[src/common/opn_cfg.svh]
//------------------------------
// build options for the OPN timing block
// include in any file that reads one of the macros
//------------------------------
`ifndef OPN_CFG_SVH
`define OPN_CFG_SVH

// channel count of the part, 6 or 3
// 6 locks the divider at /6 and kills the ssg strobe
`define OPN_NUM_CH 3

// square wave generator present
`define OPN_USE_SSG 1

// opn strobes of busy after each host write
`define OPN_BUSY_TICKS 4

// interval timer widths
`define OPN_TA_W 10
`define OPN_TB_W 8

// timer b counts once per this many opn strobes
`define OPN_TB_SUB 16

`endif

[src/common/opn_reg_pkg.sv]
//------------------------------
// host side register map and bus types
// import where register fields are decoded
//------------------------------
package opn_reg_pkg;

    // one 8-bit register per address
    typedef enum logic [7:0] {
        REG_TA_HI     = 8'h24,  // timer a bits 9..2
        REG_TA_LO     = 8'h25,  // timer a bits 1..0
        REG_TB        = 8'h26,
        REG_TIMER_CTL = 8'h27,
        REG_PRESCALE  = 8'h2D   // data 1..0 picks the divider
    } reg_addr_e;

    // layout of the timer control register, bit 0 at the bottom
    typedef struct packed {
        logic [1:0] spare;      // ch3 mode on the real part
        logic       rst_b;
        logic       rst_a;
        logic       flag_en_b;
        logic       flag_en_a;
        logic       load_b;
        logic       load_a;     // bit 0
    } timer_ctl_t;

    // one host write beat
    typedef struct packed {
        reg_addr_e  addr;
        logic [7:0] data;
    } host_wr_t;

endpackage

[src/common/opn_timing_pkg.sv]
//------------------------------
// divider setting and strobe bundle
// import where strobes are made or consumed
//------------------------------
package opn_timing_pkg;

    // prescaler register value
    // 2'b01 also selects /2 and decodes through the default arm
    typedef enum logic [1:0] {
        DIV_2 = 2'b00,  // opn /2, ssg /1
        DIV_6 = 2'b10,  // opn /6, ssg /4
        DIV_3 = 2'b11   // opn /3, ssg /2
    } div_sel_e;

    // single cycle clock enables for the sound engines
    typedef struct packed {
        logic opn;      // operator rate
        logic ssg;      // square wave generator
        logic adpcm;    // every 4th opn strobe
    } strobe_t;

endpackage

[src/verilog/opn_clk_div.sv]
//------------------------------
// cen divider for opn, ssg and adpcm strobes
// ratio follows div_sel unless the part is 6 channel
//------------------------------
`include "opn_cfg.svh"

module opn_clk_div (
    input  logic                     clk,
    input  logic                     arst_n,
    input  logic                     cen,
    input  opn_timing_pkg::div_sel_e div_sel,
    output opn_timing_pkg::strobe_t  stb
);
    import opn_timing_pkg::*;

    localparam logic SSG_ON = (`OPN_USE_SSG != 0) && (`OPN_NUM_CH != 6);

    logic [2:0] opn_max;    // period minus one
    logic [1:0] ssg_max;
    logic [2:0] opn_cnt;
    logic [1:0] ssg_cnt;
    logic [1:0] adpcm_cnt;  // counts opn wraps
    logic       opn_zero;
    logic       ssg_zero;

    // period lookup
    always_comb begin
        if (`OPN_NUM_CH == 6) begin
            opn_max = 3'd5;     // six channel parts always /6
            ssg_max = 2'd3;
        end else begin
            case (div_sel)
                DIV_6: begin
                    opn_max = 3'd5;
                    ssg_max = 2'd3;
                end
                DIV_3: begin
                    opn_max = 3'd2;
                    ssg_max = 2'd1;
                end
                default: begin  // 00 and 01
                    opn_max = 3'd1;
                    ssg_max = 2'd0;
                end
            endcase
        end
    end

    assign opn_zero = (opn_cnt == 3'd0);
    assign ssg_zero = (ssg_cnt == 2'd0);

    always_ff @(posedge clk or negedge arst_n) begin
        if (!arst_n) begin
            opn_cnt   <= '0;
            ssg_cnt   <= '0;
            adpcm_cnt <= '0;
        end else if (cen) begin
            // >= so a smaller ratio written mid-count still wraps
            opn_cnt <= (opn_cnt >= opn_max) ? 3'd0 : opn_cnt + 3'd1;
            ssg_cnt <= (ssg_cnt >= ssg_max) ? 2'd0 : ssg_cnt + 2'd1;
            if (opn_zero) begin
                adpcm_cnt <= adpcm_cnt + 2'd1;
            end
        end
    end

    // strobes land one cycle after the enabling cen
    always_ff @(posedge clk or negedge arst_n) begin
        if (!arst_n) begin
            stb <= '0;
        end else begin
            stb.opn   <= cen & opn_zero;
            stb.ssg   <= SSG_ON & cen & ssg_zero;
            stb.adpcm <= cen & opn_zero & (adpcm_cnt == 2'd0);
        end
    end

    // spacing monitor for the strobe check
    logic [2:0] since_opn;  // cycles since last opn strobe, saturates
    logic       sel_moved;  // ratio changed inside the window
    div_sel_e   div_sel_q;

    always_ff @(posedge clk or negedge arst_n) begin
        if (!arst_n) begin
            since_opn <= '1;
            sel_moved <= 1'b1;
            div_sel_q <= DIV_6;
        end else begin
            div_sel_q <= div_sel;
            if (stb.opn) begin
                since_opn <= 3'd1;
                sel_moved <= (div_sel != div_sel_q);
            end else begin
                if (since_opn != '1) begin
                    since_opn <= since_opn + 3'd1;
                end
                if (div_sel != div_sel_q) begin
                    sel_moved <= 1'b1;
                end
            end
        end
    end

    // no two opn strobes closer than one period
    a_opn_spacing: assert property (@(posedge clk) disable iff (!arst_n)
        stb.opn && !sel_moved && (div_sel == div_sel_q) |-> since_opn > opn_max);

    a_adpcm_in_opn: assert property (@(posedge clk) disable iff (!arst_n)
        stb.adpcm |-> stb.opn);

endmodule

[src/timers/opn_timer.sv]
//------------------------------
// loadable up-counting interval timer
// SUB above 1 adds a tick prescaler in front
//------------------------------
module opn_timer #(
    parameter int WIDTH = 10,
    parameter int SUB   = 1
) (
    input  logic             clk,
    input  logic             arst_n,
    input  logic             tick,
    input  logic [WIDTH-1:0] value,
    input  logic             load,
    input  logic             flag_en,
    input  logic             flag_rst,
    output logic             flag,
    output logic             overflow
);
    localparam int SUB_W = (SUB > 1) ? $clog2(SUB) : 1;

    logic             load_q;
    logic             load_rise;
    logic             run;
    logic [SUB_W-1:0] sub_cnt;
    logic             sub_last;   // prescaler on its final tick
    logic             step;       // counter advances this cycle
    logic [WIDTH-1:0] cnt;

    assign load_rise = load & ~load_q;
    assign run       = load & load_q;       // loaded and past the copy cycle
    assign sub_last  = (sub_cnt == SUB_W'(SUB - 1));
    assign step      = tick & run & sub_last;
    assign overflow  = step & (&cnt);       // passing all ones

    always_ff @(posedge clk or negedge arst_n) begin
        if (!arst_n) begin
            load_q <= 1'b0;
        end else begin
            load_q <= load;
        end
    end

    // prescaler restarts at each load so the first period is whole
    // stays at zero when SUB is 1
    always_ff @(posedge clk or negedge arst_n) begin
        if (!arst_n) begin
            sub_cnt <= '0;
        end else if (load_rise) begin
            sub_cnt <= '0;
        end else if (tick && run) begin
            sub_cnt <= sub_last ? '0 : sub_cnt + SUB_W'(1);
        end
    end

    always_ff @(posedge clk or negedge arst_n) begin
        if (!arst_n) begin
            cnt <= '0;
        end else if (load_rise) begin
            cnt <= value;               // copy on 0->1 of load
        end else if (step) begin
            cnt <= overflow ? value : cnt + WIDTH'(1);
        end
        // load low just holds
    end

    // sticky flag; a fresh overflow beats a reset in the same cycle
    always_ff @(posedge clk or negedge arst_n) begin
        if (!arst_n) begin
            flag <= 1'b0;
        end else if (overflow && flag_en) begin
            flag <= 1'b1;
        end else if (flag_rst) begin
            flag <= 1'b0;
        end
    end

    // wraps only on a tick and only once load has been held
    a_ovf_on_tick: assert property (@(posedge clk) disable iff (!arst_n)
        overflow |-> tick && $past(load));

endmodule

[src/verilog/opn_reg_decode.sv]
//------------------------------
// host register file and write busy logic
// feeds the divider setting and both timers
//------------------------------
`include "opn_cfg.svh"

module opn_reg_decode (
    input  logic                     clk,
    input  logic                     arst_n,
    input  opn_reg_pkg::host_wr_t    wr,
    input  logic                     wr_valid,
    output logic                     wr_ready,
    input  logic                     tick,
    output opn_timing_pkg::div_sel_e div_sel,
    output logic [`OPN_TA_W-1:0]     ta_value,
    output logic [`OPN_TB_W-1:0]     tb_value,
    output opn_reg_pkg::timer_ctl_t  ctl,
    output logic                     ctl_wr
);
    import opn_reg_pkg::*;
    import opn_timing_pkg::*;

    localparam int BUSY_W = $clog2(`OPN_BUSY_TICKS + 1);

    logic [BUSY_W-1:0] busy_cnt;   // opn strobes left before ready
    logic [7:0]        ta_hi;
    logic [1:0]        ta_lo;
    logic              xfer;

    assign xfer     = wr_valid & wr_ready;
    assign wr_ready = (busy_cnt == '0);
    assign ta_value = {ta_hi, ta_lo};   // lo only takes effect at next load

    // busy window
    // a strobe in the transfer cycle itself does not count
    always_ff @(posedge clk or negedge arst_n) begin
        if (!arst_n) begin
            busy_cnt <= '0;
        end else if (xfer) begin
            busy_cnt <= BUSY_W'(`OPN_BUSY_TICKS);
        end else if (tick && (busy_cnt != '0)) begin
            busy_cnt <= busy_cnt - BUSY_W'(1);
        end
    end

    always_ff @(posedge clk or negedge arst_n) begin
        if (!arst_n) begin
            ta_hi    <= '0;
            ta_lo    <= '0;
            tb_value <= '0;
            ctl      <= '0;
            ctl_wr   <= 1'b0;
            div_sel  <= DIV_6;      // power-on ratio
        end else begin
            ctl_wr <= 1'b0;
            if (xfer) begin
                case (wr.addr)
                    REG_TA_HI: begin
                        ta_hi <= wr.data;
                    end
                    REG_TA_LO: begin
                        ta_lo <= wr.data[1:0];
                    end
                    REG_TB: begin
                        tb_value <= wr.data;
                    end
                    REG_TIMER_CTL: begin
                        ctl    <= timer_ctl_t'(wr.data);
                        ctl_wr <= 1'b1;   // lines up with the new ctl
                    end
                    REG_PRESCALE: begin
                        div_sel <= div_sel_e'(wr.data[1:0]);
                    end
                    default: begin
                        // unmapped address, beat taken and dropped
                    end
                endcase
            end
        end
    end

    // host must not get a beat in during the busy window
    a_no_xfer_busy: assert property (@(posedge clk) disable iff (!arst_n)
        (busy_cnt != '0) |-> !(wr_valid && wr_ready));

endmodule

[src/verilog/opn_timing_top.sv]
//------------------------------
// timing subsystem top with decoder, divider and timers
// host writes in, strobes and irq out
//------------------------------
`include "opn_cfg.svh"

module opn_timing_top (
    input  logic                    clk,
    input  logic                    arst_n,
    input  logic                    cen,
    input  opn_reg_pkg::host_wr_t   wr,
    input  logic                    wr_valid,
    output logic                    wr_ready,
    output opn_timing_pkg::strobe_t stb,
    output logic                    irq,
    output logic [1:0]              status
);
    import opn_reg_pkg::*;
    import opn_timing_pkg::*;

    div_sel_e             div_sel;
    timer_ctl_t           ctl;
    logic                 ctl_wr;      // ctl just written
    logic [`OPN_TA_W-1:0] ta_value;
    logic [`OPN_TB_W-1:0] tb_value;
    logic                 flag_a;
    logic                 flag_b;

    opn_reg_decode u_decode (
        .clk      (clk),
        .arst_n   (arst_n),
        .wr       (wr),
        .wr_valid (wr_valid),
        .wr_ready (wr_ready),
        .tick     (stb.opn),
        .div_sel  (div_sel),
        .ta_value (ta_value),
        .tb_value (tb_value),
        .ctl      (ctl),
        .ctl_wr   (ctl_wr)
    );

    opn_clk_div u_div (
        .clk     (clk),
        .arst_n  (arst_n),
        .cen     (cen),
        .div_sel (div_sel),
        .stb     (stb)
    );

    opn_timer #(
        .WIDTH (`OPN_TA_W),
        .SUB   (1)
    ) timer_a (
        .clk      (clk),
        .arst_n   (arst_n),
        .tick     (stb.opn),
        .value    (ta_value),
        .load     (ctl.load_a),
        .flag_en  (ctl.flag_en_a),
        .flag_rst (ctl_wr & ctl.rst_a),
        .flag     (flag_a),
        .overflow ()
    );

    // timer b runs 16x slower
    opn_timer #(
        .WIDTH (`OPN_TB_W),
        .SUB   (`OPN_TB_SUB)
    ) timer_b (
        .clk      (clk),
        .arst_n   (arst_n),
        .tick     (stb.opn),
        .value    (tb_value),
        .load     (ctl.load_b),
        .flag_en  (ctl.flag_en_b),
        .flag_rst (ctl_wr & ctl.rst_b),
        .flag     (flag_b),
        .overflow ()
    );

    assign status = {flag_b, flag_a};

    always_ff @(posedge clk or negedge arst_n) begin
        if (!arst_n) begin
            irq <= 1'b0;
        end else begin
            irq <= flag_a | flag_b;   // one cycle behind the flags
        end
    end

endmodule

[config.mk]
export PLATFORM = sky130hd
export DESIGN_NAME = opn_timing_top
export DESIGN_NICKNAME = d
export VERILOG_FILES = /design/src/common/opn_reg_pkg.sv /design/src/common/opn_timing_pkg.sv /design/src/verilog/opn_clk_div.sv /design/src/timers/opn_timer.sv /design/src/verilog/opn_reg_decode.sv /design/src/verilog/opn_timing_top.sv
export VERILOG_INCLUDE_DIRS = /design/src /design/src/common
export SDC_FILE = /design/constraint.sdc
export NUM_CORES = 1
export LEC_CHECK = 0
export ABC_AREA = 1
export BUFFER_PORTS_ARGS = -buffer_cell sky130_fd_sc_hd__buf_2
export CAP_MARGIN = 20
export CORE_UTILIZATION = 45
export CTS_CLUSTER_SIZE = 25
export DETAILED_ROUTE_END_ITERATION = 10
export PLACE_DENSITY = 0.61
export SETUP_SLACK_MARGIN = 0.05
export SLEW_MARGIN = 20
export SYNTH_ARGS = -nofsm -noshare
export SYNTH_HDL_FRONTEND = slang
export SYNTH_SLANG_ARGS = --single-unit
[constraint.sdc]
create_clock -name clk -period 4.2 [get_ports clk]
set_input_delay 0.63 -clock clk [delete_from_list [all_inputs] [get_ports clk]]
set_output_delay 0.63 -clock clk [all_outputs]
set_load 0.01 [all_outputs]
==> out/qor.txt, run 1 <==
Nets: 502
Hold Fails Final Rpt: 0
CTS sink cnt: 67
Top delay family on crit path: flip-flops
EDFF count, synth: 0
WL final: 6840 um
Seq/Total Area, Yosys: 46.0%
Flop pwr share: 42.7%
port bufs: 26
Post-CTS Hold Buffers: 0
clock skew: 0.0108 ns
Critical Path End Type: output pin
worst vdd ir: 0.267 mV
Core Rows: 32
top cell type's share of synthesized area: 45.3%
full die area: 8480 um2
Power Density: 435 nW/um2
P_sw: 489 uW
wire length per cell: 11.9 um
Static Leakage: 0.00212 uW
Synth area leaders: dfrtp_1 (45%), nand2_1 (12%), inv_1 (6.9%), nand3_1 (6.2%), ha_1 (4.8%)
post-placement cell area: 3860 um2
Hold Path Class: primary input to asynchronous set/reset pin
Vias/cell: 4.92
Tmin final: 1.90 ns
Synth warnings: 0
Setup WS post-layout: 2.30 ns
CTS tree: done
total CTS buffers: 9
GRT Residual Overflow: 0
post-CTS setup buffer count: 0
largest area contributor in the netlist: dfrtp_1
r2r setup slk: 2.44 ns
clock root cell: clkbuf_8
worst r2r dst: u_decode.ctl[1]$_DFFE_PN0P_
Critical Path RT: 3.57 ns
vias in the first global route: 2,710
clock latency on the worst-skew pair: 0.34 ns
Top FF cell, synth: dfrtp_1
syn nets: 472
worst path cell trace: inv_1, ha_1, inv_1, nor2_4, buf_2
Comb pwr share: 17.1%
antenna violations before repair: 0
number of DRC markers in iteration 0: 139
ys async rst share: 100%
Worst-path clk slew: 0.07 ns
clock power share: 40.2%
critical path peak fanout: 3
CP most frequent cell: inv_1
most frequent cells after synthesis: nand2_1 (120), inv_1 (67), dfrtp_1 (66), nand3_1 (45), o21ai_0 (15)
largest net degree at the start of global routing: 37
worst-margin pin slew: 0.817 ns
Ports: 27
die width: 92.1 um
global-route wire length before repair: 12,200 um
Post-Syn Area: 3650 um2
crit path buf inv count: 3
Detailed Routing Iterations Pass 1: 4
Mapped Avg Cell Area: 8.33 um2
Clock Path Buffers: 2
unique cell type count in the Yosys netlist: 36
share of layout cells above drive strength 1: 18.6%
CORE AREA: 7770 um2
Critical-path top delay cell: dfrtp_1
hpwl dp: 5090 um
top-count cell post-synth: nand2_1
Synth Instances: 438
critical path class: register to output pin
status: complete, no violations
# fillers: 775
Tot GR Track Use: 18.0%
slowest stage delay, CP: 0.39 ns
Fmax achieved: 527 MHz
Switching Share: 27.2%
final setup fails: 0
routed vias: 2,827
setup_tns: 0 ns
P_int: 1310 uW
Final ANT Viol Nets: 0
Die Y: 92.1 um
H-tree depth: 3
Max Slew Vio Count: 0
Reg2Reg Depth: 9
worst path arrival time: 1.27 ns
CP Launch Type: register
Area growth syn-to-layout: 13.3%
Final Cycle Share: 45.2%
drc violations: 0
RSZ-0062 raised after global routing: false
final instance area: 4140 um2
ANT cells: 0
reg2reg start: u_decode.busy_cnt[0]$_DFFE_PN0P_
relative slew slack: 45.5%
initial core utilization: 47.0%
cts repair resizes: 0
maxcap violations: 0
Routability Congestion: 0.819
DP Worst Slack: 2.40 ns
Synth Register Bits: 67
-- sequential cells by signal, indices dropped and copies added, names as in the netlist, 3 cells and up --
signal / cells
timer_a.cnt: 10
timer_b.cnt: 8
u_decode.ta_hi: 8
u_decode.tb_value: 8
u_decode.ctl: 6
timer_b.sub_cnt: 4
u_decode.busy_cnt: 3
u_div.opn_cnt: 3
u_div.stb: 3
-- how the worst max path moves through the flow --
stage,from,endpoint,depth (start not counted)
after detailed placement,wr[11],u_decode.ta_hi[7]$_DFFE_PN0P_,7
final,u_decode.busy_cnt[0]$_DFFE_PN0P_,wr_ready,5
after CTS,u_decode.busy_cnt[0]$_DFFE_PN0P_,wr_ready,5
after global routing,u_decode.busy_cnt[1]$_DFFE_PN0P_,wr_ready,5
after global placement,wr[11],u_decode.ta_hi[4]$_DFFE_PN0P_,7
after floorplan,u_decode.busy_cnt[0]$_DFFE_PN0P_,u_decode.ctl[1]$_DFFE_PN0P_,10
-- final cells by class --
class | count | area (um2) | area share [%]
Clock buffer | 10 | 138 | 3.33
Clock inverter | 6 | 136 | 3.30
Inverter | 69 | 259 | 6.26
Sequential cell | 67 | 1680 | 40.6
Timing Repair Buffer | 28 | 145 | 3.51
Multi-Input combinational cell | 293 | 1650 | 39.9
Tap cell | 102 | 128 | 3.09
-- per-layer routing --
metal | vias up | GRT usage (%) | wire, um
met3 | 9 | 3.57 | 209
met2 | 44 | 28.5 | 3060
li1 | 1460 | - | -
met4 | 0 | 6.25 | 96
met5 | - | 0 | 0
met1 | 1314 | 24.7 | 3470
-- placed cells by master (no fill, tap or decap), types with 2 or more instances in the layout --
cell type  Yosys  routed
nor2_4         5       5
inv_1         67      67
o21ai_0       15      15
a22o_1         2       2
nand3_1       45      45
o21ai_2       14      14
buf_2          1      26
buf_4          5       2
nand2_1      120     120
nor2_1        14      14
a21oi_1        7       7
xnor2_1        4       4
nand2_4        4       4
dfrtp_1       66      66
nor3_1         4       4
inv_2          2       2
nand3_2        3       3
xor2_1         6       6
nand4_1        5       5
nor2_2         6       6
ha_1          14      14
bufinv_16      0       4
nand3b_1       3       3
clkbuf_8       0      10
nand2_2        5       5
o21ai_1        8       8
-- power groups by stage --
stage               clock (uW)  combinational, uW  sequential, uW
global placement             0                301             778
detailed placement           0                311             782
CTS                        737                314             770
finish                     724                308             768
floorplan                    0                235             767
global route               766                362             777
-- cells by family (layout without fill, tap and decap cells) --
kind of cell    Yosys count  in the layout  share of synthesized area [%]
fa+ha+maj                14             14                           4.80
xor+xnor                 10             10                           2.40
simple gates            219            219                           29.3
buf+inv                  78            113                           8.78
flops                    67             67                           46.0
compound gates           50             50                           8.78
-- metrics by stage --
step                      hold slack [ns]  cells  total power, uW  utilization (%)
final                               0.379    575             1800             53.2
after CTS                           0.418    575             1820             53.2
after floorplan                     0.334    438             1000                -
after detailed placement            0.423    559             1090             49.7
after global routing                0.453    575             1910             53.2
after global placement              0.421    559             1080             49.7
Power figures use the tool's default switching activity.
==> inputs of run 2 (changes only) <==
--- a/config.mk
+++ b/config.mk
@@ -6,13 +6,13 @@
 export SDC_FILE = /design/constraint.sdc
 export NUM_CORES = 1
 export LEC_CHECK = 0
-export ABC_AREA = 1
+export ABC_AREA = 0
 export BUFFER_PORTS_ARGS = -buffer_cell sky130_fd_sc_hd__buf_2
 export CAP_MARGIN = 20
 export CORE_UTILIZATION = 45
 export CTS_CLUSTER_SIZE = 25
 export DETAILED_ROUTE_END_ITERATION = 10
-export PLACE_DENSITY = 0.61
+export PLACE_DENSITY = 0.62
 export SETUP_SLACK_MARGIN = 0.05
 export SLEW_MARGIN = 20
 export SYNTH_ARGS = -nofsm -noshare
==> constraint.sdc (replaced) <==
create_clock -name clk -period 1.9 [get_ports clk]
set_input_delay 0.285 -clock clk [delete_from_list [all_inputs] [get_ports clk]]
set_output_delay 0.285 -clock clk [all_outputs]
set_load 0.01 [all_outputs]
==> run 2 against run 1 <==
Net effect:
- final area shrank 2.1%
- worst setup slack lost 2.3 ns
- sequential power grew 130%
- non-clock buffer count grew 22
- synthesized cell count shrank 26%
- critical path type is now register to register
- critical endpoint is now u_decode.tb_value[1]$_DFFE_PN0P_
==> out/qor.txt, run 2 <==
status: complete, no violations
worst path arrival time: 2.11 ns (+0.84 ns)
CORE AREA: 7330 um2 (-5.6%)
full die area: 7990 um2 (-5.7%)
final setup fails: 0 (unchanged)
initial core utilization: 46.9% (-0.12 points)
Mapped Avg Cell Area: 10.6 um2 (+27%)
Tot GR Track Use: 20.3% (+2.2 points)
total CTS buffers: 9 (unchanged)
clock latency on the worst-skew pair: 0.34 ns (about the same)
Static Leakage: 0.00192 uW (-9.4%)
GRT Residual Overflow: 0 (unchanged)
Synth Register Bits: 67 (unchanged)
Worst-path clk slew: 0.07 ns (about the same)
Final ANT Viol Nets: 0 (unchanged)
Seq/Total Area, Yosys: 48.8% (+2.9 points)
Synth warnings: 0 (unchanged)
critical path peak fanout: 8 (+5)
drc violations: 0 (unchanged)
CTS tree: done
Setup WS post-layout: 0.00411 ns (-2.30 ns)
wire length per cell: 15.5 um (+31%)
Worst path depth: 8 (+3)
H-tree depth: 3 (unchanged)
crit path buf inv count: 2 (-1)
Critical Path End: u_decode.tb_value[1]$_DFFE_PN0P_
Layout Cells excl Fill: 477 (-17%)
area occupied by multi-input gates: 1670 um2 (+1.3%)
Reg2Reg Depth: 8 (-1)
Power Density: 868 nW/um2 (+99%)
Hold Path Class: primary input to register
EDFF count, synth: 0 (unchanged)
ys async rst share: 100% (unchanged)
Reg area: 1680 um2 (unchanged)
Core Rows: 31 (-3.1%)
top cell type's share of synthesized area: 48.1% (+2.8 points)
worst-margin pin slew: 0.458 ns (-0.359 ns)
Top delay family on crit path: simple AND/OR/NAND/NOR gates
clock root cell: clkbuf_8
Tmin final: 1.90 ns
post-placement cell area: 3750 um2 (-2.8%)
RSZ-0062 raised after global routing: true
Critical Path RT: 2.11 ns (-1.46 ns)
# fillers: 657 (-15%)
Vias/cell: 5.41 (+10%)
relative slew slack: 69.5% (+24 points)
worst vdd ir: 0.407 mV (+52%)
die width: 89.4 um (-2.9%)
Detailed Routing Iterations Pass 1: 4 (unchanged)
Synth area leaders: dfrtp_1 (48%), mux2_2 (6.2%), ha_1 (5.1%), o21ai_0 (3.5%), mux2_4 (3.5%)
slowest stage delay, CP: 0.40 ns (about the same)
most common cell after layout, fill and taps aside: dfrtp_1
Nets: 407 (-19%)
Hold Fails Final Rpt: 0 (unchanged)
Synth Instances: 324 (-26%)
Max Slew Vio Count: 0 (unchanged)
largest net degree at the start of global routing: 51 (+38%)
share of layout cells above drive strength 1: 28.8% (+10 points)
Critical Path End Type: register
largest family of logic cells by synthesized area: simple AND/OR/NAND/NOR gates
DP Worst Slack: -0.0224 ns (-2.43 ns)
maxcap violations: 0 (unchanged)
max FFs per register: 10 (unchanged)
top-count cell post-synth: dfrtp_1
Synth Area in XOR/XNOR: 0.510% (-1.9 points)
Critical-path top delay cell: dfrtp_1
WL final: 7400 um (+8.3%)
ANT cells: 0 (unchanged)
Top FF cell, synth: dfrtp_1
unique cell type count in the Yosys netlist: 54 (+50%)
vias in the first global route: 2,447 (-9.7%)
most frequent cells in the layout: dfrtp_1 (66), nand2_1 (31), buf_2 (27)
hpwl dp: 5220 um (+2.6%)
Top reg by flops: timer_a.cnt
clock skew: 0.0105 ns (-0.000279 ns)
number of DRC markers in iteration 0: 154 (+11%)
Post-Syn Area: 3440 um2 (-5.9%)
critical path class: register to register
syn nets: 358 (-24%)
antenna violations before repair: 0 (unchanged)
fin util: 55.2% (+2.0 points)
crit path launch: u_decode.busy_cnt[0]$_DFFE_PN0P_
routed vias: 2,581 (-8.7%)
Fmax achieved: 527 MHz
global-route wire length before repair: 12,100 um (-0.51%)
Ports: 27 (unchanged)
post-synthesis compound-gate area fraction: 13.5% (+4.8 points)
Final Cycle Share: 99.8%
largest area contributor in the netlist: dfrtp_1
port bufs: 26 (unchanged)
r2r setup slk: 0.004 ns (-2.44 ns)
most frequent cells after synthesis: dfrtp_1 (66), nand2_1 (31), o21ai_0 (24), mux2_2 (19), inv_1 (17)
placed insts: 451 (-19%)
Clock Path Buffers: 2 (unchanged)
worst r2r dst: u_decode.tb_value[1]$_DFFE_PN0P_
worst path cell trace: inv_2, ha_4, and3b_1, nand2_2, nor3b_4, and3b_2, buf_12, mux2_4
multiplexer share of the synthesized area: 10.3% (+10 points)
Area growth syn-to-layout: 17.8%
Die Y: 89.4 um (-2.9%)
Routability Congestion: 0.836 (+2.1%)
adder-cell area share of the yosys netlist: 5.10% (+0.30 points)
CP Launch Type: register
CTS sink cnt: 67 (unchanged)
Post-Synth Simple-Gate Area: 17.9% (-11 points)
final instance area: 4050 um2 (-2.1%)
reg2reg start: u_decode.busy_cnt[0]$_DFFE_PN0P_
[run 2: cell types whose count changed in the layout (fill, tap and decap cells not counted), sizes merged, moves of 9 or more]
cell   previous run  this run
a21oi             7        16
buf              28        49
inv              69        17
mux2              0        27
nand2           130        33
nand3            49        17
nor2             25        16
o21ai            37        24
[run 2: report_power, final]
part / switching, uW / total (uW) / leakage [uW] / internal (uW)
clock: 507 / 1050 / 0.0000905 / 543
combinational: 357 / 705 / 0.000919 / 348
sequential: 170 / 1760 / 0.000912 / 1590
[run 2: worst reg2reg max path: cells and delay by family, from the launching register on]
kind / cells / cell delay, ns
AND/OR/NAND/NOR: 4 / 0.73
multiplexers: 1 / 0.30
adder cells (fa/ha/maj): 1 / 0.13
buffers and inverters: 2 / 0.23
flip-flops: 1 / 0.40
[run 2: worst min-delay path by stage]
| stage | to | cells after the start | start | slack [ns] |
|---|---|---|---|---|
| final | u_decode.tb_value[6]$_DFFE_PN0P_ | 2 | wr[6] | 0.22 |
| after global routing | u_decode.tb_value[6]$_DFFE_PN0P_ | 2 | wr[6] | 0.21 |
| after CTS | u_decode.tb_value[6]$_DFFE_PN0P_ | 2 | wr[6] | 0.20 |
| after detailed placement | u_decode.busy_cnt[2]$_DFFE_PN0P_ | 2 | arst_n | 0.31 |
| after global placement | u_decode.busy_cnt[2]$_DFFE_PN0P_ | 2 | arst_n | 0.31 |
| after floorplan | irq$_DFF_PN0_ | 0 | arst_n | -0.01 |
[run 2: cell families after synthesis]
logic type,Yosys count
xor+xnor,2
compound gates,72
mux,29
buf+inv,29
flops,67
fa+ha+maj,14
simple gates,111
[run 2: stage by stage]
| step | setup TNS, ns | power, uW | hold WS (ns) |
|---|---|---|---|
| 2_1_floorplan | 0 | 2160 | -0.0106 |
| 3_3_place_gp | 0 | 2370 | 0.307 |
| 3_5_place_dp | -0.199 | 2410 | 0.310 |
| 4_1_cts | 0 | 3510 | 0.201 |
| 5_1_grt | -0.433 | 3740 | 0.211 |
| 6_report | 0 | 3510 | 0.217 |
[run 2: per-layer routing]
layer	GRT usage [%]	part of all wire, %	vias up
li1	-	-	1269
met1	30.5	51	1248
met2	30.3	45	55
met3	2.77	3.2	9
met4	6.49	1.1	0
met5	0	0	-
[run 2: what timing repair did]
action | CTS | global route
hold buffers | 1 | 0
setup endpoints to repair | 23 | 37
pin swaps | 2 | 3
cloned | 0 | 1
buffers inserted | 2 | 6
gates resized for setup | 6 | 7
hold endpoints to repair | 66 | 0
[run 2: area by class of cell]
cell class | count | share of cell area [%]
Clock inverter | 2 | 0.247
Multi-Input combinational cell | 228 | 41.3
Sequential cell | 67 | 41.5
Timing Repair Buffer | 50 | 8.29
Tap cell | 99 | 3.06
Clock buffer | 14 | 4.02
Inverter | 17 | 1.58
==> inputs of run 3 (changes only) <==
--- a/config.mk
+++ b/config.mk
@@ -12,7 +12,7 @@
 export CORE_UTILIZATION = 45
 export CTS_CLUSTER_SIZE = 25
 export DETAILED_ROUTE_END_ITERATION = 10
-export PLACE_DENSITY = 0.62
+export PLACE_DENSITY = 0.64
 export SETUP_SLACK_MARGIN = 0.05
 export SLEW_MARGIN = 20
 export SYNTH_ARGS = -nofsm -noshare
==> constraint.sdc (replaced) <==
create_clock -name clk -period 1.6 [get_ports clk]
set_input_delay 0.24 -clock clk [delete_from_list [all_inputs] [get_ports clk]]
set_output_delay 0.24 -clock clk [all_outputs]
set_load 0.01 [all_outputs]
==> run 3 against run 2 <==
Net effect:
- the run now ends with setup timing left
- via count is 8.2% higher
- core utilization is 7.9 points higher
- cell count is 7.5% higher
- critical path type unchanged
- clock power is 27% higher
- global-route usage is 1.4 points higher
- worst hold slack worse by 0.049 ns
- count of clock-buffer cells in the layout is 1 lower
- critical path depth stayed put
- combinational power is 57% higher
- final area is 14% higher
- routed wire length is 10% higher
==> out/qor.txt, run 3 (synthesized netlist as in run 2, its figures left out) <==
drc violations: 0 (unchanged)
initial core utilization: 46.9% (unchanged)
CP Launch Type: register
most common cell after layout, fill and taps aside: dfrtp_1
final setup fails: 26 (+26)
relative slew slack: 75.4% (+5.9 points)
Tot GR Track Use: 21.7% (+1.4 points)
vias in the first global route: 2,661 (+8.7%)
WL final: 8150 um (+10%)
Critical-path top delay cell: dfrtp_1
CTS tree: done
clock power share: 29.5% (-0.4 points)
full die area: 7990 um2 (unchanged)
slowest stage delay, CP: 0.39 ns (about the same)
largest net degree at the start of global routing: 68 (+33%)
P_sw: 1350 uW (+30%)
Final ANT Viol Nets: 0 (unchanged)
port bufs: 26 (unchanged)
placed insts: 483 (+7.1%)
Static Leakage: 0.00220 uW (+14%)
Flop pwr share: 45.8% (-4.2 points)
Power Density: 974 nW/um2 (+12%)
Max Slew Vio Count: 0 (unchanged)
Comb pwr share: 24.6% (+4.5 points)
Detailed Routing Iterations Pass 1: 4 (unchanged)
Vias/cell: 5.44 (+0.58%)
crit path buf inv count: 2 (unchanged)
Ports: 27 (unchanged)
Core Rows: 31 (unchanged)
setup_tns: -4.65 ns (-4.65 ns)
Nets: 444 (+9.1%)
share of layout cells above drive strength 1: 44.9% (+16 points)
clock latency on the worst-skew pair: 0.35 ns (about the same)
worst path arrival time: 2.08 ns (-0.03 ns)
Hold Fails Final Rpt: 0 (unchanged)
die width: 89.4 um (unchanged)
failing checks: setup timing
critical path peak fanout: 4 (-4)
Top reg by flops: timer_a.cnt
Switching Share: 29.9% (+0.49 points)
Critical Path End Type: register
Hold Path Class: primary input to register
status: complete, but fails checks
Layout Cells excl Fill: 513 (+7.5%)
DP Worst Slack: -0.286 ns (-0.264 ns)
Final Cycle Share: 115% (+15 points)
P_int: 3150 uW (+27%)
Clock Path Buffers: 2 (unchanged)
Worst-path clk slew: 0.07 ns (about the same)
Die Y: 89.4 um (unchanged)
worst vdd ir: 0.616 mV (+51%)
max FFs per register: 10 (unchanged)
RSZ-0062 raised after global routing: true
total CTS buffers: 9 (unchanged)
GRT Residual Overflow: 0 (unchanged)
Top delay family on crit path: simple AND/OR/NAND/NOR gates
hpwl dp: 5440 um (+4.3%)
worst-margin pin slew: 0.369 ns (-0.0887 ns)
Area growth syn-to-layout: 34.6%
H-tree depth: 3 (unchanged)
Routability Congestion: 0.876 (+4.8%)
clock root cell: clkbuf_8
critical path class: register to register
most frequent cells in the layout: dfrtp_1 (63), buf_4 (49), nand2_1 (27)
Min Hold Slack: 0.167 ns (-0.0493 ns)
worst path cell trace: inv_2, ha_4, and3b_1, nand2_2, nor3b_4, and3b_2, buf_6, mux2_4
wire length per cell: 15.9 um (+2.4%)
CORE AREA: 7330 um2 (unchanged)
routed vias: 2,792 (+8.2%)
Tmin final: 1.84 ns (-0.0523 ns)
global-route wire length before repair: 12,900 um (+6.3%)
antenna violations before repair: 0 (unchanged)
Critical Path RT: 1.84 ns (-0.27 ns)
number of DRC markers in iteration 0: 154 (unchanged)
clock skew: 0.00991 ns (-0.000625 ns)
maxcap violations: 0 (unchanged)
ANT cells: 0 (unchanged)
Setup WS post-layout: -0.244 ns (-0.248 ns)
CTS sink cnt: 67 (unchanged)
Fmax achieved: 542 MHz (+2.8%)
==> run 3: stage by stage <==
| stage | total power [uW] | cell area (um2) | util (%) |
|---|---|---|---|
| floorplan | 2580 | 3490 | - |
| detailed placement | 2990 | 4030 | 55.0 |
| global placement | 2950 | 4030 | 55.0 |
| finish | 4500 | 4620 | 63.1 |
| CTS | 4440 | 4410 | 60.2 |
| global route | 4760 | 4620 | 63.1 |
==> run 3: layout make-up <==
| cell class | count | area (um2) |
|---|---|---|
| flip-flops and latches | 67 | 1680 |
| well taps | 99 | 124 |
| clock inverters | 2 | 10.0 |
| clock buffers | 13 | 169 |
| multi-input cells | 228 | 1930 |
| fillers | 599 | 2710 |
| inverters | 17 | 63.8 |
| repair buffers | 87 | 641 |
==> run 3: final timing paths <==
kind,to,from,slack [ns],cells past startpoint
max in group asynchronous,u_decode.div_sel[1]$_DFFE_PN1P_,arst_n,0.83,3
min in group asynchronous,timer_a.cnt[8]$_DFFE_PN0P_,arst_n,0.44,3
worst min-delay path,u_decode.tb_value[4]$_DFFE_PN0P_,wr[4],0.17,2
worst max register to register,u_decode.tb_value[0]$_DFFE_PN0P_,u_decode.busy_cnt[1]$_DFFE_PN0P_,-0.24,8
worst max-delay path,u_decode.tb_value[0]$_DFFE_PN0P_,u_decode.busy_cnt[1]$_DFFE_PN0P_,-0.24,8
worst min register to register,u_div.adpcm_cnt[0]$_DFFE_PN0P_,u_div.adpcm_cnt[0]$_DFFE_PN0P_,0.48,1
==> run 3: per-layer routing <==
layer / track usage, % / up-vias / share of wire [%] / wire [um]
li1: - / 1345 / - / -
met1: 30.0 / 1383 / 47 / 3870
met2: 34.1 / 52 / 47 / 3860
met3: 3.79 / 12 / 3.8 / 313
met4: 8.23 / 0 / 1.4 / 113
met5: 0 / - / 0 / 0
==> run 3: repair_timing <==
action | 4_1_cts | 5_1_grt
hold buffers | 1 | 0
cloned | 0 | 1
setup buffers | 8 | 7
resized for setup | 39 | 39
pin swaps | 15 | 21
setup endpoints to repair | 43 | 50
hold endpoints to repair | 66 | 0
==> run 3: worst register-to-register path: stages (launching register included) <==
cell and delay [ns]:
dfrtp_1 0.39, inv_2 0.08, ha_4 0.13, and3b_1 0.19, nand2_2 0.10, nor3b_4 0.18
and3b_2 0.24, buf_6 0.13, mux2_4 0.29
==> run 3: power by group through the flow <==
| stage | clock network, uW | registers [uW] | logic [uW] |
|---|---|---|---|
| after detailed placement | 0 | 2080 | 911 |
| after floorplan | 0 | 2040 | 542 |
| after CTS | 1340 | 2050 | 1040 |
| after global routing | 1420 | 2090 | 1250 |
| after global placement | 0 | 2070 | 877 |
| final | 1330 | 2060 | 1110 |
